--- src/mc_defs.svh ---
// mini chipset shared constants
// bus widths, address map and timer timing

`ifndef MC_DEFS_SVH
`define MC_DEFS_SVH

// bus widths
`define MC_ADDR_W     24
`define MC_DATA_W     16

// chip ram, mirrored over the whole chip region
`define MC_RAM_WORDS  256
`define MC_RAM_AW     8

// ----------------------------------------------------------
// address map
// ----------------------------------------------------------
`define MC_CHIP_BASE  24'h000000
`define MC_CHIP_TOP   24'h07FFFF
`define MC_CIAA_BASE  24'hBFE000
`define MC_CIAA_SIZE  24'h001000
`define MC_CUST_BASE  24'hDFF000
`define MC_CUST_SIZE  24'h000200
`define MC_ROM_BASE   24'hF80000

// kickstart pattern seed, xor'ed with word address
`define MC_ROM_SEED   16'hA55A

// clocks per e-clock tick
`define MC_ECLK_DIV   10

`endif

--- src/mc_bus_pkg.sv ---
// system bus types
// apb request/response, target select and the decoded access given to each unit
`default_nettype none
`include "mc_defs.svh"

package mc_bus_pkg;

	typedef struct packed {
		logic                  psel;
		logic                  penable;
		logic                  pwrite;
		logic [`MC_ADDR_W-1:0] paddr;
		logic [`MC_DATA_W-1:0] pwdata;
		logic [1:0]            pstrb;   // [1] upper byte, [0] lower byte
	} apb_req_t;

	typedef struct packed {
		logic [`MC_DATA_W-1:0] prdata;
		logic                  pready;
		logic                  pslverr;
	} apb_rsp_t;

	typedef enum logic [2:0] {
		T_NONE,  // unmapped
		T_RAM,
		T_ROM,
		T_CUST,
		T_CIAA
	} target_e;

	// one decoded access, fans out to all units
	typedef struct packed {
		target_e               target;
		logic [8:0]            offset;  // custom reg offset or cia index
		logic [15:0]           waddr;   // word address, paddr[16:1]
		logic                  write;
		logic [`MC_DATA_W-1:0] wdata;
		logic [1:0]            strb;
		logic                  setup;   // psel without penable
		logic                  access;  // psel with penable
	} access_t;

endpackage

`default_nettype wire

--- src/mc_chip_pkg.sv ---
// chipset side types
// custom register offsets, cia register indices, unit response
`default_nettype none
`include "mc_defs.svh"

package mc_chip_pkg;

	// paula interrupt registers, byte offsets from dff000
	typedef enum logic [8:0] {
		INTENAR = 9'h01C,
		INTREQR = 9'h01E,
		INTENA  = 9'h09A,
		INTREQ  = 9'h09C
	} cust_reg_e;

	// cia register select, address bits 11..8
	typedef enum logic [3:0] {
		PRA  = 4'd0,
		DDRA = 4'd2,
		TALO = 4'd4,
		TAHI = 4'd5,
		ICR  = 4'd13,
		CRA  = 4'd14
	} cia_reg_e;

	typedef struct packed {
		logic [`MC_DATA_W-1:0] rdata;
		logic                  ready;
	} unit_rsp_t;

endpackage

`default_nettype wire

--- src/addr_decode.sv ---
// address decoder for the system bus
// sorts each apb access into ram, rom, custom or cia-a, boot overlay applied
`timescale 1ns/10ps
`default_nettype none
`include "mc_defs.svh"

module addr_decode import mc_bus_pkg::*; (
	input  wire           clk,
	input  wire           reset,
	input  wire apb_req_t apb_req_i,
	input  wire           ovl_i,     // kickstart overlay from cia-a
	output access_t       acc_o
);

	logic [`MC_ADDR_W-1:0] addr;
	logic in_chip;
	logic in_ciaa;
	logic in_cust;
	logic in_rom;
	target_e tgt;

	assign addr = apb_req_i.paddr;

	// unsigned range checks, wrap below base gives a large value
	assign in_chip = (addr - `MC_CHIP_BASE) <= (`MC_CHIP_TOP - `MC_CHIP_BASE);
	assign in_ciaa = (addr - `MC_CIAA_BASE) < `MC_CIAA_SIZE;
	assign in_cust = (addr - `MC_CUST_BASE) < `MC_CUST_SIZE;
	assign in_rom  = addr >= `MC_ROM_BASE;

	always_comb begin
		tgt = T_NONE;
		if (in_chip)
			tgt = (ovl_i && !apb_req_i.pwrite) ? T_ROM : T_RAM; // overlay hits reads only
		else if (in_ciaa)
			tgt = T_CIAA;
		else if (in_cust)
			tgt = T_CUST;
		else if (in_rom)
			tgt = T_ROM;
	end

	always_comb begin
		acc_o.target = tgt;
		acc_o.offset = (tgt == T_CIAA) ? {5'd0, addr[11:8]} : addr[8:0];
		acc_o.waddr  = addr[16:1];
		acc_o.write  = apb_req_i.pwrite;
		acc_o.wdata  = apb_req_i.pwdata;
		acc_o.strb   = apb_req_i.pstrb;
		acc_o.setup  = apb_req_i.psel && !apb_req_i.penable;
		acc_o.access = apb_req_i.psel && apb_req_i.penable;
	end

	// setup phase always moves on to an access with the same address
	a_setup_to_access: assert property (@(posedge clk) disable iff (reset)
		acc_o.setup |=> acc_o.access && $stable(apb_req_i.paddr));

endmodule

`default_nettype wire

--- src/chip_mem.sv ---
// chip ram with byte strobes and one read wait state
// plus the generated kickstart rom
`timescale 1ns/10ps
`default_nettype none
`include "mc_defs.svh"

module chip_mem import mc_bus_pkg::*, mc_chip_pkg::*; (
	input  wire          clk,
	input  wire          reset,
	input  wire access_t acc_i,
	output unit_rsp_t    rsp_o
);

	logic [`MC_DATA_W-1:0] ram [`MC_RAM_WORDS];
	logic [`MC_DATA_W-1:0] rd_q;      // registered ram word
	logic [`MC_DATA_W-1:0] rom_word;
	logic [`MC_RAM_AW-1:0] idx;
	logic ram_sel;
	logic ram_wr;
	logic ram_rd;
	logic rom_sel;
	logic rd_pend;                    // read launched last cycle

	assign idx      = acc_i.waddr[`MC_RAM_AW-1:0]; // mirrors over chip region
	assign ram_sel  = acc_i.access && (acc_i.target == T_RAM);
	assign ram_wr   = ram_sel && acc_i.write;
	assign ram_rd   = ram_sel && !acc_i.write && !rd_pend;
	assign rom_sel  = acc_i.access && (acc_i.target == T_ROM);
	assign rom_word = acc_i.waddr ^ `MC_ROM_SEED;

	always_ff @(posedge clk) begin
		if (ram_wr && acc_i.strb[0])
			ram[idx][7:0] <= acc_i.wdata[7:0];
		if (ram_wr && acc_i.strb[1])
			ram[idx][15:8] <= acc_i.wdata[15:8];
		if (ram_rd)
			rd_q <= ram[idx];
	end

	always_ff @(posedge clk) begin
		if (reset)
			rd_pend <= 1'b0;
		else
			rd_pend <= ram_rd; // high for exactly one cycle
	end

	always_comb begin
		rsp_o.ready = ram_wr || rd_pend || rom_sel;
		rsp_o.rdata = '0;
		if (rd_pend)
			rsp_o.rdata = rd_q;
		else if (rom_sel)
			rsp_o.rdata = rom_word;
	end

	// every launched ram read completes on the next access cycle
	a_read_done: assert property (@(posedge clk) disable iff (reset)
		ram_rd |=> rsp_o.ready && acc_i.access);

endmodule

`default_nettype wire

--- src/paula_int.sv ---
// paula interrupt controller
// intena/intreq with set/clear writes, 68000 priority level encoder
`timescale 1ns/10ps
`default_nettype none

module paula_int import mc_bus_pkg::*, mc_chip_pkg::*; (
	input  wire          clk,
	input  wire          reset,
	input  wire access_t acc_i,
	input  wire          ports_irq_i,  // level request from cia-a
	output unit_rsp_t    rsp_o,
	output logic [2:0]   ipl_o
);

	logic [14:0] intena;
	logic [14:0] intreq;
	logic [14:0] ena_nxt;
	logic [14:0] req_nxt;
	logic [14:0] active;
	logic cust_wr;

	assign cust_wr = acc_i.access && acc_i.write && (acc_i.target == T_CUST);

	// bit 15 chooses set or clear for the other bits
	always_comb begin
		ena_nxt = intena;
		req_nxt = intreq;
		if (cust_wr && acc_i.offset == INTENA)
			ena_nxt = acc_i.wdata[15] ? (intena | acc_i.wdata[14:0])
			                          : (intena & ~acc_i.wdata[14:0]);
		if (cust_wr && acc_i.offset == INTREQ)
			req_nxt = acc_i.wdata[15] ? (intreq | acc_i.wdata[14:0])
			                          : (intreq & ~acc_i.wdata[14:0]);
		req_nxt[3] = req_nxt[3] | ports_irq_i; // ports, wins over a clear
	end

	always_ff @(posedge clk) begin
		if (reset) begin
			intena <= '0;
			intreq <= '0;
		end else begin
			intena <= ena_nxt;
			intreq <= req_nxt;
		end
	end

	// ----------------------------------------------------------
	// register read back
	// ----------------------------------------------------------
	always_comb begin
		rsp_o.ready = acc_i.access && (acc_i.target == T_CUST);
		case (cust_reg_e'(acc_i.offset))
			INTENAR: rsp_o.rdata = {1'b0, intena};
			INTREQR: rsp_o.rdata = {1'b0, intreq};
			default: rsp_o.rdata = '0;
		endcase
	end

	// ----------------------------------------------------------
	// priority encoder, master enable in intena[14]
	// ----------------------------------------------------------
	assign active = intena & intreq & {15{intena[14]}};

	always_comb begin
		if (active[13])
			ipl_o = 3'd6;
		else if (|active[12:11])
			ipl_o = 3'd5;
		else if (|active[10:7])
			ipl_o = 3'd4;
		else if (|active[6:4])
			ipl_o = 3'd3;
		else if (active[3])
			ipl_o = 3'd2;
		else if (|active[2:0])
			ipl_o = 3'd1;
		else
			ipl_o = 3'd0;
	end

	// level 7 belongs to nmi, never raised from here
	a_no_nmi: assert property (@(posedge clk) disable iff (reset) ipl_o != 3'd7);

endmodule

`default_nettype wire

--- src/cia_a.sv ---
// cia-a subset: port a with ddra, timer a on the e-clock, icr
// port a bits 0 and 1 give the overlay and the power led
`timescale 1ns/10ps
`default_nettype none
`include "mc_defs.svh"

module cia_a import mc_bus_pkg::*, mc_chip_pkg::*; (
	input  wire          clk,
	input  wire          reset,
	input  wire access_t acc_i,
	input  wire [7:0]    port_i,
	output unit_rsp_t    rsp_o,
	output logic         ovl_o,
	output logic         led_o,
	output logic         irq_o
);

	logic [7:0] pra;
	logic [7:0] ddra;
	logic [7:0] cra;       // [0] start, [3] one-shot
	logic [7:0] pins;
	logic [7:0] ext;
	logic [7:0] rd_byte;
	logic [7:0] wd;
	logic [3:0] rs;
	logic [15:0] ta_latch;
	logic [15:0] ta_cnt;
	logic [$clog2(`MC_ECLK_DIV)-1:0] ediv;
	logic eclk_tick;
	logic ta_uflow;
	logic icr_flag;        // timer a flag
	logic icr_mask;
	logic sel;
	logic wr;
	logic rd;

	assign sel = acc_i.access && (acc_i.target == T_CIAA);
	assign wr  = sel && acc_i.write;
	assign rd  = sel && !acc_i.write;
	assign rs  = acc_i.offset[3:0];
	assign wd  = acc_i.wdata[7:0]; // cia sits on the low byte

	// ----------------------------------------------------------
	// port a
	// ----------------------------------------------------------
	assign ext   = {port_i[7:2], 2'b11}; // ovl and led pins pulled up
	assign pins  = (ddra & pra) | (~ddra & ext);
	assign ovl_o = pins[0];
	assign led_o = ~pins[1];             // led lit when pin low

	always_ff @(posedge clk) begin
		if (reset) begin
			pra  <= '0;
			ddra <= '0;
		end else begin
			if (wr && rs == PRA)
				pra <= wd;
			if (wr && rs == DDRA)
				ddra <= wd;
		end
	end

	// ----------------------------------------------------------
	// timer a
	// ----------------------------------------------------------
	assign eclk_tick = (ediv == `MC_ECLK_DIV - 1);
	assign ta_uflow  = eclk_tick && cra[0] && (ta_cnt == '0);

	always_ff @(posedge clk) begin
		if (reset || eclk_tick)
			ediv <= '0;
		else
			ediv <= ediv + 1'b1;
	end

	always_ff @(posedge clk) begin
		if (reset) begin
			ta_latch <= 16'hFFFF;
			ta_cnt   <= 16'hFFFF;
			cra      <= '0;
		end else begin
			if (wr && rs == TALO)
				ta_latch[7:0] <= wd;
			if (wr && rs == TAHI)
				ta_latch[15:8] <= wd;
			if (ta_uflow)
				ta_cnt <= ta_latch;                 // reload
			else if (eclk_tick && cra[0])
				ta_cnt <= ta_cnt - 1'b1;
			else if (wr && rs == TAHI && !cra[0])
				ta_cnt <= {wd, ta_latch[7:0]};      // load while stopped
			if (ta_uflow && cra[3])
				cra[0] <= 1'b0;                     // one-shot stops
			if (wr && rs == CRA)
				cra <= wd;
		end
	end

	// ----------------------------------------------------------
	// icr, flag cleared by read
	// ----------------------------------------------------------
	always_ff @(posedge clk) begin
		if (reset) begin
			icr_flag <= 1'b0;
			icr_mask <= 1'b0;
		end else begin
			if (wr && rs == ICR)
				icr_mask <= wd[7] ? (icr_mask | wd[0]) : (icr_mask & ~wd[0]);
			if (ta_uflow)
				icr_flag <= 1'b1;
			else if (rd && rs == ICR)
				icr_flag <= 1'b0;
		end
	end

	assign irq_o = icr_flag & icr_mask;

	always_comb begin
		case (cia_reg_e'(rs))
			PRA:     rd_byte = pins;
			DDRA:    rd_byte = ddra;
			TALO:    rd_byte = ta_cnt[7:0];
			TAHI:    rd_byte = ta_cnt[15:8];
			ICR:     rd_byte = {irq_o, 6'd0, icr_flag};
			CRA:     rd_byte = cra;
			default: rd_byte = 8'h00;
		endcase
	end

	assign rsp_o = '{rdata: {8'h00, rd_byte}, ready: sel};

	// stopped timer only moves on a tahi load
	a_cnt_hold: assert property (@(posedge clk) disable iff (reset)
		!cra[0] && !(wr && rs == TAHI) |=> $stable(ta_cnt));

endmodule

`default_nettype wire

--- src/read_mux.sv ---
// response merge for the apb side
// picks the unit by target, flags unmapped and rom writes
`timescale 1ns/10ps
`default_nettype none

module read_mux import mc_bus_pkg::*, mc_chip_pkg::*; (
	input  wire access_t   acc_i,
	input  wire unit_rsp_t ram_rsp_i,  // chip ram and rom
	input  wire unit_rsp_t int_rsp_i,  // paula
	input  wire unit_rsp_t cia_rsp_i,
	output apb_rsp_t       apb_rsp_o
);

	unit_rsp_t sel;
	logic err;
	logic rdy;

	always_comb begin
		case (acc_i.target)
			T_RAM,
			T_ROM:   sel = ram_rsp_i;
			T_CUST:  sel = int_rsp_i;
			T_CIAA:  sel = cia_rsp_i;
			default: sel = '0;
		endcase
	end

	// error completes at once, nothing below sees a state change
	assign err = acc_i.access && ((acc_i.target == T_NONE) ||
	                              (acc_i.target == T_ROM && acc_i.write));
	assign rdy = err || (acc_i.access && sel.ready);

	always_comb begin
		apb_rsp_o.pready  = rdy;
		apb_rsp_o.pslverr = err;
		apb_rsp_o.prdata  = '0;
		if (rdy && !err && !acc_i.write)
			apb_rsp_o.prdata = sel.rdata; // data only with pready
	end

endmodule

`default_nettype wire

--- src/mini_chipset.sv ---
// mini chipset top level
// decoder, ram/rom, interrupt controller, cia-a and response merge
`timescale 1ns/10ps
`default_nettype none

module mini_chipset import mc_bus_pkg::*, mc_chip_pkg::*; (
	input  wire           clk,
	input  wire           reset,
	input  wire apb_req_t apb_req_i,
	input  wire [7:0]     port_i,
	output apb_rsp_t      apb_rsp_o,
	output logic [2:0]    ipl_o,
	output logic          led_o
);

	access_t   acc;
	unit_rsp_t ram_rsp;
	unit_rsp_t int_rsp;
	unit_rsp_t cia_rsp;
	logic      ovl;       // boot overlay, cia-a pa0
	logic      ciaa_irq;  // into intreq ports

	// ----------------------------------------------------------
	// decode
	// ----------------------------------------------------------
	addr_decode u_decode (
		.clk       (clk),
		.reset     (reset),
		.apb_req_i (apb_req_i),
		.ovl_i     (ovl),
		.acc_o     (acc)
	);

	// ----------------------------------------------------------
	// execute
	// ----------------------------------------------------------
	chip_mem u_mem (
		.clk   (clk),
		.reset (reset),
		.acc_i (acc),
		.rsp_o (ram_rsp)
	);

	paula_int u_paula (
		.clk         (clk),
		.reset       (reset),
		.acc_i       (acc),
		.ports_irq_i (ciaa_irq),
		.rsp_o       (int_rsp),
		.ipl_o       (ipl_o)
	);

	cia_a u_ciaa (
		.clk    (clk),
		.reset  (reset),
		.acc_i  (acc),
		.port_i (port_i),
		.rsp_o  (cia_rsp),
		.ovl_o  (ovl),
		.led_o  (led_o),
		.irq_o  (ciaa_irq)
	);

	// result
	read_mux u_rmux (
		.acc_i     (acc),
		.ram_rsp_i (ram_rsp),
		.int_rsp_i (int_rsp),
		.cia_rsp_i (cia_rsp),
		.apb_rsp_o (apb_rsp_o)
	);

endmodule

`default_nettype wire

--- config.mk ---
export PLATFORM = sky130hd
export DESIGN_NAME = mini_chipset
export DESIGN_NICKNAME = d
export VERILOG_FILES = /design/src/mc_bus_pkg.sv /design/src/mc_chip_pkg.sv /design/src/addr_decode.sv /design/src/chip_mem.sv /design/src/paula_int.sv /design/src/cia_a.sv /design/src/read_mux.sv /design/src/mini_chipset.sv
export VERILOG_INCLUDE_DIRS = /design/src
export SDC_FILE = /design/constraint.sdc
export NUM_CORES = 2
export LEC_CHECK = 0
export BUFFER_PORTS_ARGS = -buffer_cell sky130_fd_sc_hd__buf_4
export CAP_MARGIN = 20
export CORE_MARGIN = 3
export CORE_UTILIZATION = 50
export DETAILED_ROUTE_END_ITERATION = 7
export GPL_TIMING_DRIVEN = 0
export PLACE_DENSITY_LB_ADDON = 0.05
export SYNTH_ARGS = -nofsm -noshare
export SYNTH_HDL_FRONTEND = slang
export SYNTH_SLANG_ARGS = --single-unit
--- constraint.sdc ---
create_clock -name clk -period 3.8 [get_ports clk]
set_input_delay 0.38 -clock clk [delete_from_list [all_inputs] [get_ports clk]]
set_output_delay 0.38 -clock clk [all_outputs]
set_load 0.01 [all_outputs]
Word level (Yosys, flattened, before mapping)
Memories as Yosys holds them, arrays and structs flattened. A register that Yosys moved wholly into a read port is not among the register bits.
Index checks and enable logic that the tools add are counted.
{ "word_totals": {"register_bits": 93, "ramBits": 4096, "input_bits": 55, "out_inout_bits": 22, "elab_cells": 141, "memories": 1} }
{ "classes": {"add_sub_neg": 4, "order_cmp": 4, "eq_ne": 14, "n_mux": 33, "bitwise_logic": 18, "n_reduce_logical": 53} }
{ "mem_list": {"columns": ["memory", "depth", "word_bits", "rd", "rd_clocked_by_memory_dff", "write_ports", "line_no", "rtl"], "rows": [
  ["u_mem.ram", 256, 16, 1, 1, 1, "chip_mem.sv:14", "logic [`MC_DATA_W-1:0] ram [`MC_RAM_WORDS];"]
]} }
{ "ops": {"columns": ["operator", "count"], "rows": [
  ["$mux 16", 6],
  ["$pmux 17 s3", 1],
  ["$pmux 8 s6", 1],
  ["$sub 24x24->24 const B", 2],
  ["$logic_and 1x1->1", 33],
  ["$and 15x15->15", 2],
  ["$mux 15", 2],
  ["$or 15x15->15", 2],
  ["$pmux 15 s2", 1],
  ["$and 14x14->14", 2],
  ["$ge 24x24->1 const B", 1],
  ["$le 24x19->1 const B", 1],
  ["$lt 24x10->1 const B", 1],
  ["$lt 24x13->1 const B", 1],
  ["$mux 3", 8],
  ["$eq 9x5->1 const B", 2],
  ["$eq 9x8->1 const B", 2],
  ["$and 8x8->8", 2],
  ["$logic_not 16->1", 1],
  ["$not 8->8", 2],
  ["$sub 16x1->16 const B", 1],
  ["$not 15->15", 1],
  ["$eq 4x4->1 const B", 3],
  ["$mux 1", 10],
  ["other kinds (22)", 38]
]} }

Logic depth before layout (Yosys ltp)
{ "logic_depth": {"ltp_word": 17, "ltp_mapped": 13, "mapped_depth_nobuf": 11} }

Hierarchy
A second synthesis with hierarchy kept.
{ "hier_totals": {"hier_cells": 7890, "area_unflattened_um2": 163453.0} }
{ "modules_own_cells": {"columns": ["module", "instances", "cells_per_inst", "area_each_um2", "seq_area_each_um2"], "rows": [
  ["chip_mem", 1, 7077, 156878.0, 123498.4],
  ["cia_a", 1, 418, 3393.3, 1241.2],
  ["paula_int", 1, 194, 1575.3, 600.6],
  ["read_mux", 1, 92, 812.0, 0.0],
  ["addr_decode", 1, 109, 794.5, 0.0]
]} }

Least setup slack after synthesis
Ideal clock, no wire load.
{ "synth_path": {"path_kind": "input-to-reg", "startpoint": "in apb_req_i[40] (netlist name)", "endpoint": "reg u_mem.rd_q[0], read port of u_mem.ram (enable)", "setup_ps": 432, "arrival_time_ps": 2914, "required_time_ps": 3368, "path_slack_ps": 454, "stages": 4, "n_path_buf": 1, "path_cell_list": "clkbuf_1 nor4b_1 o21ai_0 nor4_1"} }
{ "synth_via": {"elab_chain_cells": 9, "elab_cells_between_ends": 14, "classes_between": "add/sub (2); order compare (4); eq/ne (1); mux (4); reduce/logical (3)"} }
{ "synth_lines": {"columns": ["item", "line_no", "rtl"], "rows": [
  ["start, declared", "mini_chipset.sv:9", "input wire apb_req_t apb_req_i,"],
  ["$sub 24x24->24 (no source line) or $ge 24x24->1 (tied branches)", null, null],
  ["$lt 24x10->1 (no source line) or $mux 2 (tied branches)", null, null],
  ["$mux 3", "addr_decode.sv:36", "else if (in_cust)"],
  ["$mux 3", "addr_decode.sv:34", "else if (in_ciaa)"],
  ["$mux 3 *", "addr_decode.sv:32", "if (in_chip)"],
  ["$eq 3x1->1 *", "chip_mem.sv:25", "assign ram_sel = acc_i.access && (acc_i.target == T_RAM);"],
  ["$logic_and 1x1->1 *", "chip_mem.sv:25", null],
  ["$logic_and 1x1->1 * (2 in a row)", "chip_mem.sv:27", "assign ram_rd = ram_sel && !acc_i.write && !rd_pend;"],
  ["via u_mem.ram_rd", "chip_mem.sv:20", "logic ram_rd;"],
  ["end, declared", "chip_mem.sv:15", "logic [`MC_DATA_W-1:0] rd_q;"]
]} }
The timed path passes the listed nets; every way through them passes the cells marked *.
A chain may end at the register's enable or synchronous reset.

Worst setup path in the final report
{ "layout_path": {"startpoint": "in apb_req_i[20] (netlist name)", "endpoint": "reg u_mem.rd_q[15], read port of u_mem.ram, data pin"} }
{ "layout_via": {"elab_chain_cells": 9, "elab_cells_between_ends": 14, "classes_between": "add/sub (2); order compare (4); eq/ne (1); mux (4); reduce/logical (3)"} }
{ "layout_lines": {"columns": ["item", "line_no"], "rows": [
  ["$sub 24x24->24 (no source line) or $ge 24x24->1 (tied branches)", null],
  ["$lt 24x10->1 (no source line) or $mux 2 (tied branches)", null],
  ["$mux 3", "addr_decode.sv:36"],
  ["$mux 3", "addr_decode.sv:34"],
  ["$mux 3", "addr_decode.sv:32"],
  ["$eq 3x1->1", "chip_mem.sv:25"],
  ["$logic_and 1x1->1", "chip_mem.sv:25"],
  ["$logic_and 1x1->1 (2 in a row)", "chip_mem.sv:27"]
]} }
Several ways; a longest one is shown, not always the timed one.

==> summary.md <==
| Metric | Value |
|---|---|
| Number of buffers created by CTS | 434 |
| Max-cap violation count | 0 |
| DPL Wire Length | 507.6 mm |
| Clock sink total | 4205 |
| FF+latch count, synth | 4205 |
| First-pass GRT wire length | 914.5 mm |
| Static leakage power | 59.77 nW |
| Crit path cell chain | buf_4 > buf_4 > clkbuf_8 > clkbuf_2 > buf_12 > mux4_2 > mux4_2 > a22oi_2 > nand3_1 > nor4_1 > nand4_1 |
| Growth of design area from synthesis to finish | 17.39% |
| Top Ports | 77 |
| Largest buffer count on any clock path | 4 |
| Finished layout cell area | 0.1923 mm² |
| Post-route minimum period | 4.226 ns |
| Fin worst setup slack | -0.4263 ns |
| Clock insertion delay at the later pin of the skew report | 1.01 ns |
| Worst setup SP type | input port |
| Critical path data required time | 4.29 ns |
| Post-detailed-route wirelength per cell | 56.07 µm |
| Hold Crit Class | in -> reg |
| Fraction of the cycle the final worst path needs | 1.112 |
| Net Count, Synth | 7447 |
| Cell type of the slowest stage on the worst timing path | sky130_fd_sc_hd__nand4_1 |
| Switch share | 0.2383 |
| Slew Viols, Final | 0 |
| Min-Delay Path Depth | 5 |
| Number of hold violations in the final report | 0 |
| Post-Route WL | 726.7 mm |
| Post-layout nets | 8248 |
| Power per standard cell area | 527.7 mW/mm² |
| Power after layout | 101.5 mW |
| Timing-limited maximum frequency | 236.6 MHz |
| Die Wd | 578.4 µm |
| Comb power frac | 0.078 |
| Hold path startpoint | apb_req_i[44] |
| Dominant register cell in the synthesized netlist | sky130_fd_sc_hd__edfxtp_1 |
| Internal portion of total power | 77.30 mW |
| Async set-or-reset flop fraction in the synthesized netlist | 0 |
| Largest net degree at the start of global routing | 155 |
| Arrival time of the worst setup path | 4.72 ns |
| H-Tree Depth | 5 |
| Antenna violations before repair | 94 |
| CTS tree | yes |
| Global placer's final weighted congestion | 0.9990 |
| Highest net fanout along the worst path | 10 |
| Clock share of power | 0.420 |
| Psw | 24.18 mW |
| Number of detailed-routing iterations run before antenna repair | 7 |
| Total of endpoints with negative setup slack in the final report | 517 |
| Crit Path Class | in -> reg |
| Number of distinct library cells after synthesis | 76 |
| Final setup skew | 0.03839 ns |
| Floorplan row count | 209 |
| Die Outline Area | 0.3345 mm² |
| Slowest Stage Delay on Critical Path | 0.63 ns |
| Synthesized area per cell | 22.17 µm² |
| Number of global-route vias before repair | 86984 |
| Crit. End Element | register |
| Area after DPL | 0.1753 mm² |
| EDFF count, synth | 4112 |
| Initial standard-cell utilization of the core | 0.5040 |
| Hold path endpoint | u_ciaa.cra[2] |
| All-layer global routing usage | 0.4344 |
| Reg clk slew, reported paths | 0.06 ns |
| Number of violations reported at the end of detailed-routing iteration 0 | 19533 |
| Remaining DRCs | 0 |
| Total of warnings raised by yosys | 0 |
| Fraction of final layout cells with drive strength greater than 1 | 0.3429 |
| Vertical extent of the die | 578.4 µm |
| RSZ-0062 raised after global routing | true |
| Vias per inst | 7.411 |
| Peak ir drop on the vdd network | 0.3865 mV |
| Global route overflow | 0 |
| Vias after detailed routing | 96056 |
| Number of standard cells after synthesis | 7388 |
| Clock Tree Root | sky130_fd_sc_hd__clkbuf_16 |
| Area of the core | 0.3250 mm² |
| Sequential power share | 0.501 |
| Least-Margin Pin Slew | 1.282 ns |
| RR Endpoint | u_mem.rd_q[14] |
| Violations in the final reports | setup timing |
| Worst hold slack after final layout | 0.05220 ns |
| Part of the Yosys area used for sequential elements | 0.7651 |
| Port bufs | 62 |
| Origin of the critical flop-to-flop path | u_mem.ram[203][14] |
| Cell area after synthesis | 0.1638 mm² |
| Run status | finished with violations |
| Antenna-violating nets left | 0 |
| Path depth of the worst reg2reg path | 6 |
| Headroom to the max-slew limit | 0.1450 |
| Worst R2R Setup Slack | 0.26 ns |
layout make-up:
type,count,area [µm²]
repair buffers,378,6344
multi-input cells,2720,37920
clock inverters,268,2421
diodes,83,207.7
inverters,13,48.80
well taps,4325,5411
fillers,23351,132700
clock buffers,533,11440
plain buffers,437,3173
flip-flops and latches,4205,125300
registers in the layout (all words and copies together) (netlist names), named ones only:
name,cells
u_ciaa.ta_cnt,16
u_ciaa.ta_latch,16
u_ciaa.ediv,4
u_ciaa.icr_flag,1
u_ciaa.cra,8
u_mem.rd_pend,1
u_ciaa.ddra,8
u_mem.rd_q,16
u_paula.intreq,1
u_ciaa.pra,8
u_mem.ram,4096
power groups by stage:
stage                     combinational [mW]  sequential (mW)  clock [mW]
after floorplan                         2.40             51.9           0
after global placement                  6.74             51.9           0
after detailed placement                7.31             51.9           0
after CTS                               7.42             50.9        42.5
after global routing                    7.64             50.9        44.3
final                                   7.94             50.9        42.7
logic make-up (layout without fill, tap and decap cells):
family / Yosys count / after routing / synth area share
DFF: 4205 / 4205 / 0.7651
muxes: 1354 / 1354 / 0.1810
and+or+nand+nor: 1049 / 1049 / 0.02699
buffers and inverters: 463 / 1629 / 0.01314
AOI/OAI and AO/OA: 310 / 310 / 0.01334
adders and majority gates: 4 / 4 / 0.0003055
xor gates and xnor gates: 3 / 3 / 0.0001604
other: 0 / 83 / 0
cell usage after synthesis, types with 11 or more instances:
master | n | share of area
sky130_fd_sc_hd__dfxtp_1 | 93 | 0.011
sky130_fd_sc_hd__o211ai_1 | 14 | 0.00064
sky130_fd_sc_hd__nor3_1 | 34 | 0.0010
sky130_fd_sc_hd__a22o_1 | 21 | 0.0011
sky130_fd_sc_hd__buf_6 | 27 | 0.0019
sky130_fd_sc_hd__nor2b_1 | 16 | 0.00061
sky130_fd_sc_hd__buf_4 | 15 | 0.00069
sky130_fd_sc_hd__o21ai_0 | 24 | 0.00073
sky130_fd_sc_hd__o22ai_1 | 14 | 0.00053
sky130_fd_sc_hd__clkbuf_1 | 250 | 0.0057
sky130_fd_sc_hd__nor2_1 | 602 | 0.014
sky130_fd_sc_hd__mux4_2 | 1286 | 0.18
sky130_fd_sc_hd__nor4_1 | 15 | 0.00057
sky130_fd_sc_hd__nand2b_1 | 13 | 0.00050
sky130_fd_sc_hd__buf_1 | 33 | 0.00076
sky130_fd_sc_hd__a31oi_1 | 11 | 0.00042
sky130_fd_sc_hd__nand3_1 | 69 | 0.0021
sky130_fd_sc_hd__mux2i_1 | 66 | 0.0040
sky130_fd_sc_hd__a22oi_1 | 60 | 0.0027
sky130_fd_sc_hd__a21oi_1 | 78 | 0.0024
sky130_fd_sc_hd__nand4_1 | 14 | 0.00053
sky130_fd_sc_hd__a32oi_1 | 19 | 0.0010
sky130_fd_sc_hd__buf_2 | 125 | 0.0038
sky130_fd_sc_hd__nand2_1 | 233 | 0.0053
sky130_fd_sc_hd__edfxtp_1 | 4112 | 0.75
per-layer routing:
metal	vias up	wire (µm)	global-route usage
li1	32998	-	-
met1	51586	240700	0.5497
met2	9409	301300	0.5852
met3	2021	124400	0.2135
met4	42	59870	0.3034
met5	-	503	0.004396
worst max-delay path by stage:
stage,slack [ns],startpoint,depth (start not counted),end
global route,-0.23,apb_req_i[20],11,u_mem.rd_q[15]
finish,-0.43,apb_req_i[20],11,u_mem.rd_q[15]
CTS,-0.25,apb_req_i[21],10,u_mem.ram[229][11]
floorplan,0.45,apb_req_i[40],4,u_mem.rd_q[0]
global placement,-7.53,apb_req_i[22],8,u_mem.ram[125][9]
detailed placement,-3.60,apb_req_i[21],9,u_mem.ram[194][14]
cell usage in the layout (no fill, tap or decap), types with 62 or more instances in the layout:
master	Yosys	final
sky130_fd_sc_hd__a21oi_1	78	75
sky130_fd_sc_hd__edfxtp_1	4112	4112
sky130_fd_sc_hd__clkbuf_1	250	178
sky130_fd_sc_hd__dfxtp_1	93	93
sky130_fd_sc_hd__clkinv_2	0	78
sky130_fd_sc_hd__diode_2	0	83
sky130_fd_sc_hd__buf_2	125	62
sky130_fd_sc_hd__nor2_2	2	168
sky130_fd_sc_hd__mux4_2	1286	1286
sky130_fd_sc_hd__buf_12	0	174
sky130_fd_sc_hd__clkbuf_2	0	86
sky130_fd_sc_hd__nand2_1	233	229
sky130_fd_sc_hd__clkbuf_4	0	67
sky130_fd_sc_hd__clkinv_1	3	118
sky130_fd_sc_hd__nor2_1	602	330
sky130_fd_sc_hd__clkbuf_16	0	446
sky130_fd_sc_hd__nor2_4	0	106
sky130_fd_sc_hd__buf_4	15	129
critical path, delay by kind of cell:
| family | cells | cell delay [ns] |
|---|---|---|
| buffers and inverters | 5 | 1.77 |
| and+or+nand+nor | 3 | 1.06 |
| muxes | 2 | 0.91 |
| AOI/OAI and AO/OA | 1 | 0.45 |
metrics by stage:
step	setup WS, ns	utilization	TNS [ns]	instances
3_5_place_dp	-3.596	0.5392	-9890.52	12033
2_1_floorplan	0.4538	-	0	7388
6_report	-0.4263	0.5916	-54.84	12962
3_3_place_gp	-7.527	0.5221	-	11775
5_1_grt	-0.2264	0.5911	-0.2986	12895
4_1_cts	-0.2539	0.5887	-87.98	12858
what timing repair did:
action                     in CTS  in global routing
setup buffers                  15                 11
hold endpoints to repair      846                  0
setup endpoints to repair    3967               1863
pin swaps                      13                 12
resized for setup             578                167
hold buffers                   19                  0
Power figures use the tool's default switching activity.
